`config.mk`:
```
export PLATFORM = sky130hd
export DESIGN_NAME = ew_top
export DESIGN_NICKNAME = d
export VERILOG_FILES = /design/src/rbz_pkg.sv /design/src/vga_sync.sv /design/src/spi_reg_periph.sv /design/src/pattern_render.sv /design/src/gpout_mux.sv /design/src/pad_ctrl.sv /design/src/ew_top.sv
export SDC_FILE = /design/constraint.sdc
export NUM_CORES = 1
export LEC_CHECK = 0
export BUFFER_PORTS_ARGS = -buffer_cell sky130_fd_sc_hd__buf_2
export CAP_MARGIN = 20
export CORE_UTILIZATION = 40
export DETAILED_ROUTE_END_ITERATION = 10
export GPL_TIMING_DRIVEN = 0
export PLACE_DENSITY_LB_ADDON = 0.15
export SYNTH_ARGS = -nofsm -noshare
export SYNTH_HDL_FRONTEND = slang
export SYNTH_SLANG_ARGS = --single-unit
```
`constraint.sdc`:
```
create_clock -name clk -period 3.4 [get_ports clk]
set_input_delay 0.34 -clock clk [delete_from_list [all_inputs] [get_ports clk]]
set_output_delay 0.34 -clock clk [all_outputs]
set_load 0.02 [all_outputs]
```
`src/rbz_pkg.sv`:
```
`default_nettype none

package rbz_pkg;

    // 640x480 at 25 MHz
    localparam logic [9:0] H_ACTIVE     = 10'd640;
    localparam logic [9:0] H_SYNC_START = 10'd656;
    localparam logic [9:0] H_SYNC_END   = 10'd752;
    localparam logic [9:0] H_TOTAL      = 10'd800;
    localparam logic [9:0] V_ACTIVE     = 10'd480;
    localparam logic [9:0] V_SYNC_START = 10'd490;
    localparam logic [9:0] V_SYNC_END   = 10'd492;
    localparam logic [9:0] V_TOTAL      = 10'd525;

    localparam logic [3:0] SPI_FRAME_BITS = 4'd12; // 4 address + 8 data

    typedef enum logic [3:0] {
        REG_MODE        = 4'd0,
        REG_FG          = 4'd1,
        REG_BG          = 4'd2,
        REG_CHECK_SHIFT = 4'd3
    } reg_addr_e;

    typedef enum logic [1:0] {
        RENDER_SOLID   = 2'd0, // Whole screen fg
        RENDER_BARS    = 2'd1,
        RENDER_CHECKER = 2'd2,
        RENDER_BG      = 2'd3  // Whole screen bg
    } render_mode_e;

    typedef struct packed {
        render_mode_e mode;
        logic [5:0]   fg;          // BGR222
        logic [5:0]   bg;          // BGR222
        logic [2:0]   check_shift; // Checker square is 2**check_shift pixels
    } render_cfg_t;

    localparam render_cfg_t RENDER_CFG_RESET = '{
        mode:        RENDER_SOLID,
        fg:          6'd0,
        bg:          6'd0,
        check_shift: 3'd3
    };

    typedef struct packed {
        logic [9:0] hpos;
        logic [9:0] vpos;
        logic       hblank;
        logic       vblank;
        logic       hsync_n;
        logic       vsync_n;
        logic       frame_start; // High for the single cycle at (0,0)
        logic       spare;       // Always 0
    } video_t;

    // Everything the debug selectors have in common
    typedef struct packed {
        logic        spi_csb;
        logic        spi_sclk;
        logic        spi_mosi;
        logic        hblank;
        logic        vblank;
        logic        hsync_n;
        logic        vsync_n;
        logic [9:0]  hpos;
        logic [9:0]  vpos;
        logic [23:0] rgb;      // Direct BGR888
    } probe_bus_t;

    typedef enum logic [5:0] {
        GP_PRIMARY   = 6'd0,
        GP_ALT       = 6'd1,
        GP_CLK       = 6'd2,
        GP_CLK_DIV4  = 6'd3,
        GP_SPI_CSB   = 6'd4,
        GP_SPI_SCLK  = 6'd5,
        GP_SPI_MOSI  = 6'd6,
        GP_RGB_BASE  = 6'd8,  // 8..31 give rgb[code-8]
        GP_HBLANK    = 6'd32,
        GP_VBLANK    = 6'd33,
        GP_HSYNC     = 6'd34,
        GP_VSYNC     = 6'd35,
        GP_HPOS_BASE = 6'd44, // 44..53 give hpos[code-44]
        GP_VPOS_BASE = 6'd54  // 54..63 give vpos[code-54]
    } gpout_sel_e;

    // bgr bit taken as primary by each gpout: G0 G1 R0 R1 B0 B1
    localparam int unsigned GP_PRIMARY_BIT [6] = '{2, 3, 0, 1, 4, 5};

endpackage

`default_nettype wire

```
`src/vga_sync.sv`:
```
`timescale 1ns/1ps
`default_nettype none

module vga_sync (
    input  logic            i_clk,
    input  logic            i_rbzero_reset,
    output rbz_pkg::video_t o_video
);

    logic [9:0] h_next;
    logic [9:0] v_next;

    // Position of the following cycle; all flags are derived from it so they line up
    always_comb begin
        h_next = o_video.hpos + 10'd1;
        v_next = o_video.vpos;
        if (o_video.hpos == rbz_pkg::H_TOTAL - 10'd1) begin
            h_next = 10'd0;
            if (o_video.vpos == rbz_pkg::V_TOTAL - 10'd1) begin
                v_next = 10'd0; // Wrap to top of frame
            end else begin
                v_next = o_video.vpos + 10'd1;
            end
        end
    end

    always_ff @(posedge i_clk) begin
        if (i_rbzero_reset) begin
            o_video.hpos        <= 10'd0;
            o_video.vpos        <= 10'd0;
            o_video.hblank      <= 1'b0;
            o_video.vblank      <= 1'b0;
            o_video.hsync_n     <= 1'b1;
            o_video.vsync_n     <= 1'b1;
            o_video.frame_start <= 1'b1; // First cycle out of reset is (0,0)
        end else begin
            o_video.hpos        <= h_next;
            o_video.vpos        <= v_next;
            o_video.hblank      <= (h_next >= rbz_pkg::H_ACTIVE);
            o_video.vblank      <= (v_next >= rbz_pkg::V_ACTIVE);
            o_video.hsync_n     <= ~((h_next >= rbz_pkg::H_SYNC_START) &&
                                     (h_next <  rbz_pkg::H_SYNC_END));
            o_video.vsync_n     <= ~((v_next >= rbz_pkg::V_SYNC_START) &&
                                     (v_next <  rbz_pkg::V_SYNC_END));
            o_video.frame_start <= (h_next == 10'd0) && (v_next == 10'd0);
        end
        o_video.spare <= 1'b0;
    end

endmodule

`default_nettype wire

```
`src/spi_reg_periph.sv`:
```
`timescale 1ns/1ps
`default_nettype none

module spi_reg_periph (
    input  logic                 i_clk,
    input  logic                 i_rbzero_reset,
    input  logic                 i_spi_csb,
    input  logic                 i_spi_sclk,
    input  logic                 i_spi_mosi,
    output rbz_pkg::render_cfg_t o_cfg
);

    typedef enum logic [1:0] {
        ST_IDLE,   // Waiting for csb to fall
        ST_SHIFT,  // Frame in progress
        ST_COMMIT  // Good frame, write on this cycle
    } spi_state_e;

    // [0] and [1] are the synchroniser, [2] holds the previous synced value
    logic [2:0] csb_sync;
    logic [2:0] sclk_sync;
    logic [1:0] mosi_sync;
    logic       csb_fall;
    logic       csb_rise;
    logic       sclk_rise;

    spi_state_e                          state;
    logic [3:0]                          bit_cnt;
    logic [rbz_pkg::SPI_FRAME_BITS-1:0]  shift_q;
    rbz_pkg::reg_addr_e                  wr_addr;
    logic [7:0]                          wr_data;

    always_ff @(posedge i_clk) begin
        if (i_rbzero_reset) begin
            csb_sync  <= 3'b111; // Bus idles deselected
            sclk_sync <= 3'b000;
            mosi_sync <= 2'b00;
        end else begin
            csb_sync  <= {csb_sync[1:0], i_spi_csb};
            sclk_sync <= {sclk_sync[1:0], i_spi_sclk};
            mosi_sync <= {mosi_sync[0], i_spi_mosi};
        end
    end

    assign csb_fall  = ~csb_sync[1] &  csb_sync[2];
    assign csb_rise  =  csb_sync[1] & ~csb_sync[2];
    assign sclk_rise =  sclk_sync[1] & ~sclk_sync[2];

    // MSB first: address lands in the top nibble
    always_ff @(posedge i_clk) begin
        if (state == ST_SHIFT && !csb_rise && sclk_rise) begin
            shift_q <= {shift_q[rbz_pkg::SPI_FRAME_BITS-2:0], mosi_sync[1]};
        end
    end

    assign wr_addr = rbz_pkg::reg_addr_e'(shift_q[11:8]);
    assign wr_data = shift_q[7:0];

    always_ff @(posedge i_clk) begin
        if (i_rbzero_reset) begin
            state   <= ST_IDLE;
            bit_cnt <= 4'd0;
            o_cfg   <= rbz_pkg::RENDER_CFG_RESET;
        end else begin
            case (state)
                ST_IDLE: begin
                    if (csb_fall) begin
                        state   <= ST_SHIFT;
                        bit_cnt <= 4'd0;
                    end
                end
                ST_SHIFT: begin
                    if (csb_rise) begin // Only an exact-length frame is kept
                        state <= (bit_cnt == rbz_pkg::SPI_FRAME_BITS) ? ST_COMMIT : ST_IDLE;
                    end else if (sclk_rise && bit_cnt != 4'hf) begin
                        bit_cnt <= bit_cnt + 4'd1; // Saturates so long frames never alias
                    end
                end
                ST_COMMIT: begin
                    case (wr_addr)
                        rbz_pkg::REG_MODE:        o_cfg.mode <= rbz_pkg::render_mode_e'(wr_data[1:0]);
                        rbz_pkg::REG_FG:          o_cfg.fg <= wr_data[5:0];
                        rbz_pkg::REG_BG:          o_cfg.bg <= wr_data[5:0];
                        rbz_pkg::REG_CHECK_SHIFT: o_cfg.check_shift <= wr_data[2:0];
                        default: ; // Unknown address, dropped
                    endcase
                    state <= ST_IDLE;
                end
                default: state <= ST_IDLE;
            endcase
        end
    end

endmodule

`default_nettype wire

```
`src/pattern_render.sv`:
```
`timescale 1ns/1ps
`default_nettype none

module pattern_render (
    input  logic                 i_clk,
    input  logic                 i_rbzero_reset,
    input  rbz_pkg::video_t      i_video,
    input  rbz_pkg::render_cfg_t i_cfg,
    output logic [5:0]           o_bgr
);

    rbz_pkg::render_cfg_t cfg_q; // Config in force for the current frame
    logic [9:0]           hx;
    logic [9:0]           vy;
    logic [2:0]           bar_en;
    logic [5:0]           colour;

    // New settings only take effect at the top of a frame, so no tearing
    always_ff @(posedge i_clk) begin
        if (i_rbzero_reset) begin
            cfg_q <= rbz_pkg::RENDER_CFG_RESET;
        end else if (i_video.frame_start) begin
            cfg_q <= i_cfg;
        end
    end

    assign hx     = i_video.hpos >> cfg_q.check_shift;
    assign vy     = i_video.vpos >> cfg_q.check_shift;
    assign bar_en = i_video.hpos[8:6]; // Red, green, blue enables, new bar every 64 px

    always_comb begin
        case (cfg_q.mode)
            rbz_pkg::RENDER_SOLID: colour = cfg_q.fg;
            rbz_pkg::RENDER_BARS: begin
                colour = {{2{bar_en[0]}},  // Blue
                          {2{bar_en[1]}},  // Green
                          {2{bar_en[2]}}}; // Red
            end
            rbz_pkg::RENDER_CHECKER: begin
                colour = (hx[0] ^ vy[0]) ? cfg_q.fg : cfg_q.bg;
            end
            default: colour = cfg_q.bg;
        endcase
    end

    // Black outside the visible area
    assign o_bgr = (i_video.hblank || i_video.vblank) ? 6'd0 : colour;

endmodule

`default_nettype wire

```
`src/gpout_mux.sv`:
```
`timescale 1ns/1ps
`default_nettype none

module gpout_mux (
    input  logic                i_clk,
    input  logic                i_rbzero_reset,
    input  rbz_pkg::gpout_sel_e i_sel,
    input  logic                i_primary,   // Code 0
    input  logic                i_alt,       // Code 1
    input  rbz_pkg::probe_bus_t i_probe,
    output logic                o_gpout
);

    logic [1:0] clk_div;
    logic [5:0] rgb_idx;
    logic [5:0] hpos_idx;
    logic [5:0] vpos_idx;

    // Free-running, bit 1 is clk/4
    always_ff @(posedge i_clk) begin
        if (i_rbzero_reset) begin
            clk_div <= 2'd0;
        end else begin
            clk_div <= clk_div + 2'd1;
        end
    end

    // Offsets into the wide probe fields
    assign rgb_idx  = i_sel - rbz_pkg::GP_RGB_BASE;
    assign hpos_idx = i_sel - rbz_pkg::GP_HPOS_BASE;
    assign vpos_idx = i_sel - rbz_pkg::GP_VPOS_BASE;

    always_comb begin
        case (i_sel) inside
            rbz_pkg::GP_PRIMARY:  o_gpout = i_primary;
            rbz_pkg::GP_ALT:      o_gpout = i_alt;
            rbz_pkg::GP_CLK:      o_gpout = i_clk;
            rbz_pkg::GP_CLK_DIV4: o_gpout = clk_div[1];
            rbz_pkg::GP_SPI_CSB:  o_gpout = i_probe.spi_csb;
            rbz_pkg::GP_SPI_SCLK: o_gpout = i_probe.spi_sclk;
            rbz_pkg::GP_SPI_MOSI: o_gpout = i_probe.spi_mosi;
            [6'd8:6'd31]:         o_gpout = i_probe.rgb[rgb_idx[4:0]];
            rbz_pkg::GP_HBLANK:   o_gpout = i_probe.hblank;
            rbz_pkg::GP_VBLANK:   o_gpout = i_probe.vblank;
            rbz_pkg::GP_HSYNC:    o_gpout = i_probe.hsync_n;
            rbz_pkg::GP_VSYNC:    o_gpout = i_probe.vsync_n;
            [6'd44:6'd53]:        o_gpout = i_probe.hpos[hpos_idx[3:0]];
            [6'd54:6'd63]:        o_gpout = i_probe.vpos[vpos_idx[3:0]];
            default:              o_gpout = 1'b0; // Unused codes 7, 36..43
        endcase
    end

endmodule

`default_nettype wire

```
`src/pad_ctrl.sv`:
```
`timescale 1ns/1ps
`default_nettype none

module pad_ctrl (
    input  logic            i_clk,
    input  logic            i_reset_lock_a,
    input  logic            i_reset_lock_b,
    input  logic            i_reg_outs_enb,  // 1 direct, 0 registered
    input  logic [5:0]      i_bgr,
    input  rbz_pkg::video_t i_video,
    input  logic [5:0]      i_gpout,
    output logic            o_rbzero_reset,
    output logic [23:0]     o_rgb_direct,
    output logic            o_hsync,
    output logic            o_vsync,
    output logic [23:0]     o_rgb,
    output logic [5:0]      o_gpout
);

    typedef struct packed {
        logic        hsync;
        logic        vsync;
        logic [23:0] rgb;
        logic [5:0]  gpout;
    } pad_out_t;

    logic     rbzero_reset;
    pad_out_t outs_direct;
    pad_out_t outs_q;
    pad_out_t outs;

    // Held in reset unless the lock pins disagree
    always_ff @(posedge i_clk) begin
        rbzero_reset <= ~(i_reset_lock_a ^ i_reset_lock_b);
    end
    assign o_rbzero_reset = rbzero_reset;

    // 2 bits per channel into the top of each DAC byte
    assign o_rgb_direct = {i_bgr[5:4], 6'b0, i_bgr[3:2], 6'b0, i_bgr[1:0], 6'b0};

    assign outs_direct = '{
        hsync: i_video.hsync_n,
        vsync: i_video.vsync_n,
        rgb:   o_rgb_direct,
        gpout: i_gpout
    };

    always_ff @(posedge i_clk) begin
        if (rbzero_reset) begin
            outs_q <= '0;
        end else begin
            outs_q <= outs_direct; // One stage to clean up the pad timing
        end
    end

    assign outs = i_reg_outs_enb ? outs_direct : outs_q;

    assign o_hsync = outs.hsync;
    assign o_vsync = outs.vsync;
    assign o_rgb   = outs.rgb;
    assign o_gpout = outs.gpout;

endmodule

`default_nettype wire

```
`src/ew_top.sv`:
```
`timescale 1ns/1ps
`default_nettype none

module ew_top (
    input  logic            clk,
    input  logic            i_reset_lock_a,
    input  logic            i_reset_lock_b,
    output logic            o_reset,        // Internal reset, for debug
    input  logic            i_spi_csb,      // Register port
    input  logic            i_spi_sclk,
    input  logic            i_spi_mosi,
    input  logic            i_reg_outs_enb,
    input  logic [5:0][5:0] i_gpout_sel,    // One selector code per gpout
    input  logic [5:0]      i_alt,
    output logic [5:0]      o_gpout,
    output logic            o_hsync,
    output logic            o_vsync,
    output logic [23:0]     o_rgb           // BGR888
);

    logic                 rbzero_reset;
    rbz_pkg::video_t      video;
    rbz_pkg::render_cfg_t cfg;
    logic [5:0]           bgr;
    logic [23:0]          rgb_direct;
    logic [5:0]           gpout_direct;
    rbz_pkg::probe_bus_t  probe;

    assign o_reset = rbzero_reset;

    vga_sync vga_sync_inst (
        .i_clk          (clk),
        .i_rbzero_reset (rbzero_reset),
        .o_video        (video)
    );

    spi_reg_periph spi_reg_periph_inst (
        .i_clk          (clk),
        .i_rbzero_reset (rbzero_reset),
        .i_spi_csb      (i_spi_csb),
        .i_spi_sclk     (i_spi_sclk),
        .i_spi_mosi     (i_spi_mosi),
        .o_cfg          (cfg)
    );

    pattern_render pattern_render_inst (
        .i_clk          (clk),
        .i_rbzero_reset (rbzero_reset),
        .i_video        (video),
        .i_cfg          (cfg),
        .o_bgr          (bgr)
    );

    // Shared probe signals, rgb comes back from the pad block unregistered
    assign probe = '{
        spi_csb:  i_spi_csb,
        spi_sclk: i_spi_sclk,
        spi_mosi: i_spi_mosi,
        hblank:   video.hblank,
        vblank:   video.vblank,
        hsync_n:  video.hsync_n,
        vsync_n:  video.vsync_n,
        hpos:     video.hpos,
        vpos:     video.vpos,
        rgb:      rgb_direct
    };

    for (genvar k = 0; k < 6; k++) begin : g_gpout
        gpout_mux gpout_mux_inst (
            .i_clk          (clk),
            .i_rbzero_reset (rbzero_reset),
            .i_sel          (rbz_pkg::gpout_sel_e'(i_gpout_sel[k])),
            .i_primary      (bgr[rbz_pkg::GP_PRIMARY_BIT[k]]),
            .i_alt          (i_alt[k]),
            .i_probe        (probe),
            .o_gpout        (gpout_direct[k])
        );
    end

    pad_ctrl pad_ctrl_inst (
        .i_clk          (clk),
        .i_reset_lock_a (i_reset_lock_a),
        .i_reset_lock_b (i_reset_lock_b),
        .i_reg_outs_enb (i_reg_outs_enb),
        .i_bgr          (bgr),
        .i_video        (video),
        .i_gpout        (gpout_direct),
        .o_rbzero_reset (rbzero_reset),
        .o_rgb_direct   (rgb_direct),
        .o_hsync        (o_hsync),
        .o_vsync        (o_vsync),
        .o_rgb          (o_rgb),
        .o_gpout        (o_gpout)
    );

endmodule

`default_nettype wire

```
==> metrics.log <==
[metrics] run status: complete, but fails checks
[metrics] violations in the final reports: setup timing
[metrics] detailed-route wire length: just over 30000 um
[metrics] Die Ht: around 150 um
[metrics] delay of the slowest cell on the worst path: about 0.4 ns
[metrics] relative area change from synthesis to final layout: 34.7%
[metrics] row cnt: between 50 and 60
[metrics] residual DRC count: 0
[metrics] Hold Vio Cnt, Final: 0
[metrics] setup clock skew after layout: ~0.012 ns
[metrics] number of nets at the end of the flow: 1284
[metrics] transition time of the tightest slew-check pin: between 1 and 1.5 ns
[metrics] via count of the routed design: between 8k and 9k
[metrics] layout cells sized above 1: 0.266
[metrics] worst setup path class: clock port to output port
[metrics] via density per instance: 5.86
[metrics] Setup WS pre-CTS: -0.217 ns
[metrics] class of the tightest hold or removal check: input port to flip-flop
[metrics] average cell area after synthesis: 8.44 sq um
[metrics] clock latency at the later pin of the worst-skew pair: between 0.5 and 0.6 ns
[metrics] Worst slew margin: 0.331
[metrics] first-pass GRT wire length: between 40000 and 50000 um
[metrics] Setup Viol. Count Final: 19
[metrics] DIE WIDTH: 149 um
[metrics] count of mapped cells out of synthesis: 1022
[metrics] power per cell area: between 300 and 400 nW/um^2
[metrics] post-synthesis async set-or-reset flop share: 0
[metrics] standard cell core area: roughly 21000 sq um
[metrics] Syn. warnings: 0
[metrics] number of fill cells: 1937
[metrics] Total GRT Usage: 0.301
[metrics] CTS tree: yes
[metrics] Max Cap Viol: 0
[metrics] DRC marker count from the first detailed-route iteration: roughly 870
[metrics] post-layout power: roughly 4.5 mW
[metrics] data required time of the critical path: around 3 ns
[metrics] RSZ-0062 raised after global routing: yes
[metrics] Pins Over Slew Limit: 0
[metrics] minimum setup slack in the final design: -0.758 ns
[metrics] Cell Count, Final, Fillers Out: about 1.5k
[metrics] cell area after technology mapping: roughly 8600 sq um
[metrics] Leakage Power: 4.78 nW
[metrics] detailed placer's ending HPWL: roughly 20000 um
[metrics] data arrival at the endpoint of the critical path: around 3.8 ns
[metrics] Pre-Repair DR Iteration Count: 6
[metrics] kind of launch point of the worst setup path: clock port
[metrics] utilization after layout: 0.551
[metrics] port buffer count: 57
[metrics] Primary FF master, synth: sky130_fd_sc_hd__dfxtp_1
[metrics] number of ports placed on the die boundary: 82
[metrics] antenna violations before repair: 1
[metrics] library cell contributing the largest single delay on the critical path: sky130_fd_sc_hd__o311ai_4
[metrics] via count of the first global-routing pass: 8476
[metrics] flip-flop and latch count after synthesis: 112
[metrics] maximum number of pins on one net before global-route repair: 17
[metrics] sum of negative setup slack: -3.07 ns
[metrics] routed length per instance: 20.7 um
[metrics] biggest fanout along the worst timing path: 2
[metrics] count of antenna-violating nets left after detailed routing: 0
[metrics] series of cell instances along the critical path: clkbuf_16 > clkbuf_16 > o311ai_4 > a21oi_2 > clkbuf_16 > nand2b_4 > o41ai_4 > clkbuf_16 > clkbuf_16 > nor4_4 > o31ai_2 > clkbuf_16 > a31oi_4 > buf_6
[metrics] DP Cell Count: 1372
[metrics] residual overflow from global routing: 0
[metrics] most numerous cell on the critical path: sky130_fd_sc_hd__clkbuf_16
[metrics] Post-synth EDFFs: 12
[metrics] Worst-path clk slew: around 0.07 ns
[metrics] Final GP Congestion: around 0.96
[metrics] number of distinct library cells after synthesis: 84
[metrics] DIE AREA: ~22000 sq um
[metrics] part of the Yosys area used for sequential elements: 0.274
[metrics] critical path endpoint category: output port
[metrics] initial standard-cell utilization of the core: 0.409
[metrics] maximum ir drop on the vdd rail: 351 uV
==> power by group <==
part	switching (mW)	internal [mW]	leakage, nW	total (mW)
Sequential	0.0478	1.39	0.927	1.44
Clock	0.987	1.34	0.859	2.33
Combinational	0.424	0.286	2.99	0.709
==> synthesized netlist by cell type, drive strengths merged (13+ instances only) <==
cell type / count / share of area
ha: 39 / 0.057
or3: 13 / 0.0094
a211oi: 16 / 0.015
clkbuf: 61 / 0.027
inv: 50 / 0.022
nand3: 28 / 0.016
mux4: 29 / 0.076
dfxtp: 100 / 0.23
nor2: 126 / 0.055
mux2i: 71 / 0.088
nor2b: 21 / 0.015
buf: 31 / 0.022
xnor2: 18 / 0.020
nand2: 65 / 0.028
a21oi: 54 / 0.031
o21ai: 35 / 0.020
nor3: 33 / 0.019
==> cell families (layout without fill, tap and decap cells) <==
family | count (synthesis) | in the layout | share of synthesized area
compound gates | 222 | 222 | 0.180
xor+xnor | 30 | 30 | 0.0326
flops | 112 | 112 | 0.274
simple gates | 366 | 366 | 0.209
buf+inv | 142 | 323 | 0.0706
mux | 109 | 109 | 0.176
fa+ha+maj | 40 | 40 | 0.0577
other cells | 1 | 19 | 0.000435
==> cell type report <==
class,instances,area (sq um),area share
timing repair buffer,98,744,0.0641
inverter,49,184,0.0158
tap,275,344,0.0296
clock buffer,72,1300,0.112
multi-input combinational,785,6050,0.521
buffer,85,455,0.0392
sequential,112,2390,0.205
antenna,1,2.50,0.000215
clock inverter,19,150,0.0129
==> placed cells by master (no fill, tap or decap), drive strengths merged, types with 8 or more instances in the layout <==
cell    synthesis  routed
a211oi         16      16
a21oi          54      54
a22oi           8       8
a31oi           9       9
buf            31     147
clkbuf         61     106
conb            1      18
dfxtp         100     100
edfxtp         12      12
ha             39      39
inv            50      62
mux2            9       9
mux2i          71      71
mux4           29      29
nand2          65      65
nand2b          9       9
nand3          28      28
nand4          12      12
nor2          126     126
nor2b          21      21
nor3           33      33
nor3b           8       8
nor4           12      12
o211ai         10      10
o21ai          35      35
o22ai          10      10
o31ai          10      10
or2            10      10
or3            13      13
xnor2          18      18
xor2           12      12
==> repair_timing <==
action                                 CTS  global route
resized for setup                      104            41
pin swaps                               30            18
gates cloned                             0             0
endpoints found under the hold margin    1             0
hold buffers                             2             0
setup endpoints to repair               29            25
setup buffers                           41            15
==> path summary, 6_finish.rpt <==
path / to / slack (ns) / cells past startpoint / start
worst min-delay path: pad_ctrl_inst.outs_q[1]$_SDFF_PP0_ / 0.18 / 4 / i_gpout_sel[11]
worst max-delay path: o_gpout[4] / -0.76 / 14 / clk
worst max register to register: pad_ctrl_inst.outs_q[4]$_SDFF_PP0_ / 0.18 / 13 / vga_sync_inst.o_video[11]$_SDFF_PP0_
worst min register to register: spi_reg_periph_inst.csb_sync[1]$_SDFF_PP1_ / 0.41 / 1 / spi_reg_periph_inst.csb_sync[0]$_SDFF_PP1_
==> per-layer routing <==
metal,global-route usage,wire [um],up-vias
li1,-,-,4071
met1,0.370,12900,4131
met2,0.421,13700,454
met3,0.117,2840,116
met4,0.225,1480,0
met5,0.00682,0,-
==> worst max-delay path, delay by kind of cell <==
family,cells,cell delay [ns]
AO/OA/AOI/OAI,5,0.75
buffers and inverters,7,1.17
AND/OR/NAND/NOR,2,0.18
==> flip-flops by register name (all words and copies together) (netlist names), 3 cells and up <==
register and count:
spi_reg_periph_inst.bit_cnt 4, vga_sync_inst.o_video 25, pad_ctrl_inst.outs_q 14, pattern_render_inst.cfg_q 17
spi_reg_periph_inst.shift_q 12, spi_reg_periph_inst.csb_sync 3, g_gpout.gpout_mux_inst.clk_div 12, spi_reg_periph_inst.sclk_sync 3
spi_reg_periph_inst.o_cfg 17
==> metrics by stage <==
step | hold WS, ns | area, sq um
after detailed placement | 0.317 | 9340
after global routing | 0.197 | 11600
after global placement | 0.317 | 9320
after CTS | 0.180 | 11500
after floorplan | 0.317 | 8690
final | 0.185 | 11600
Note: power is estimated with default switching activity, not from simulation.
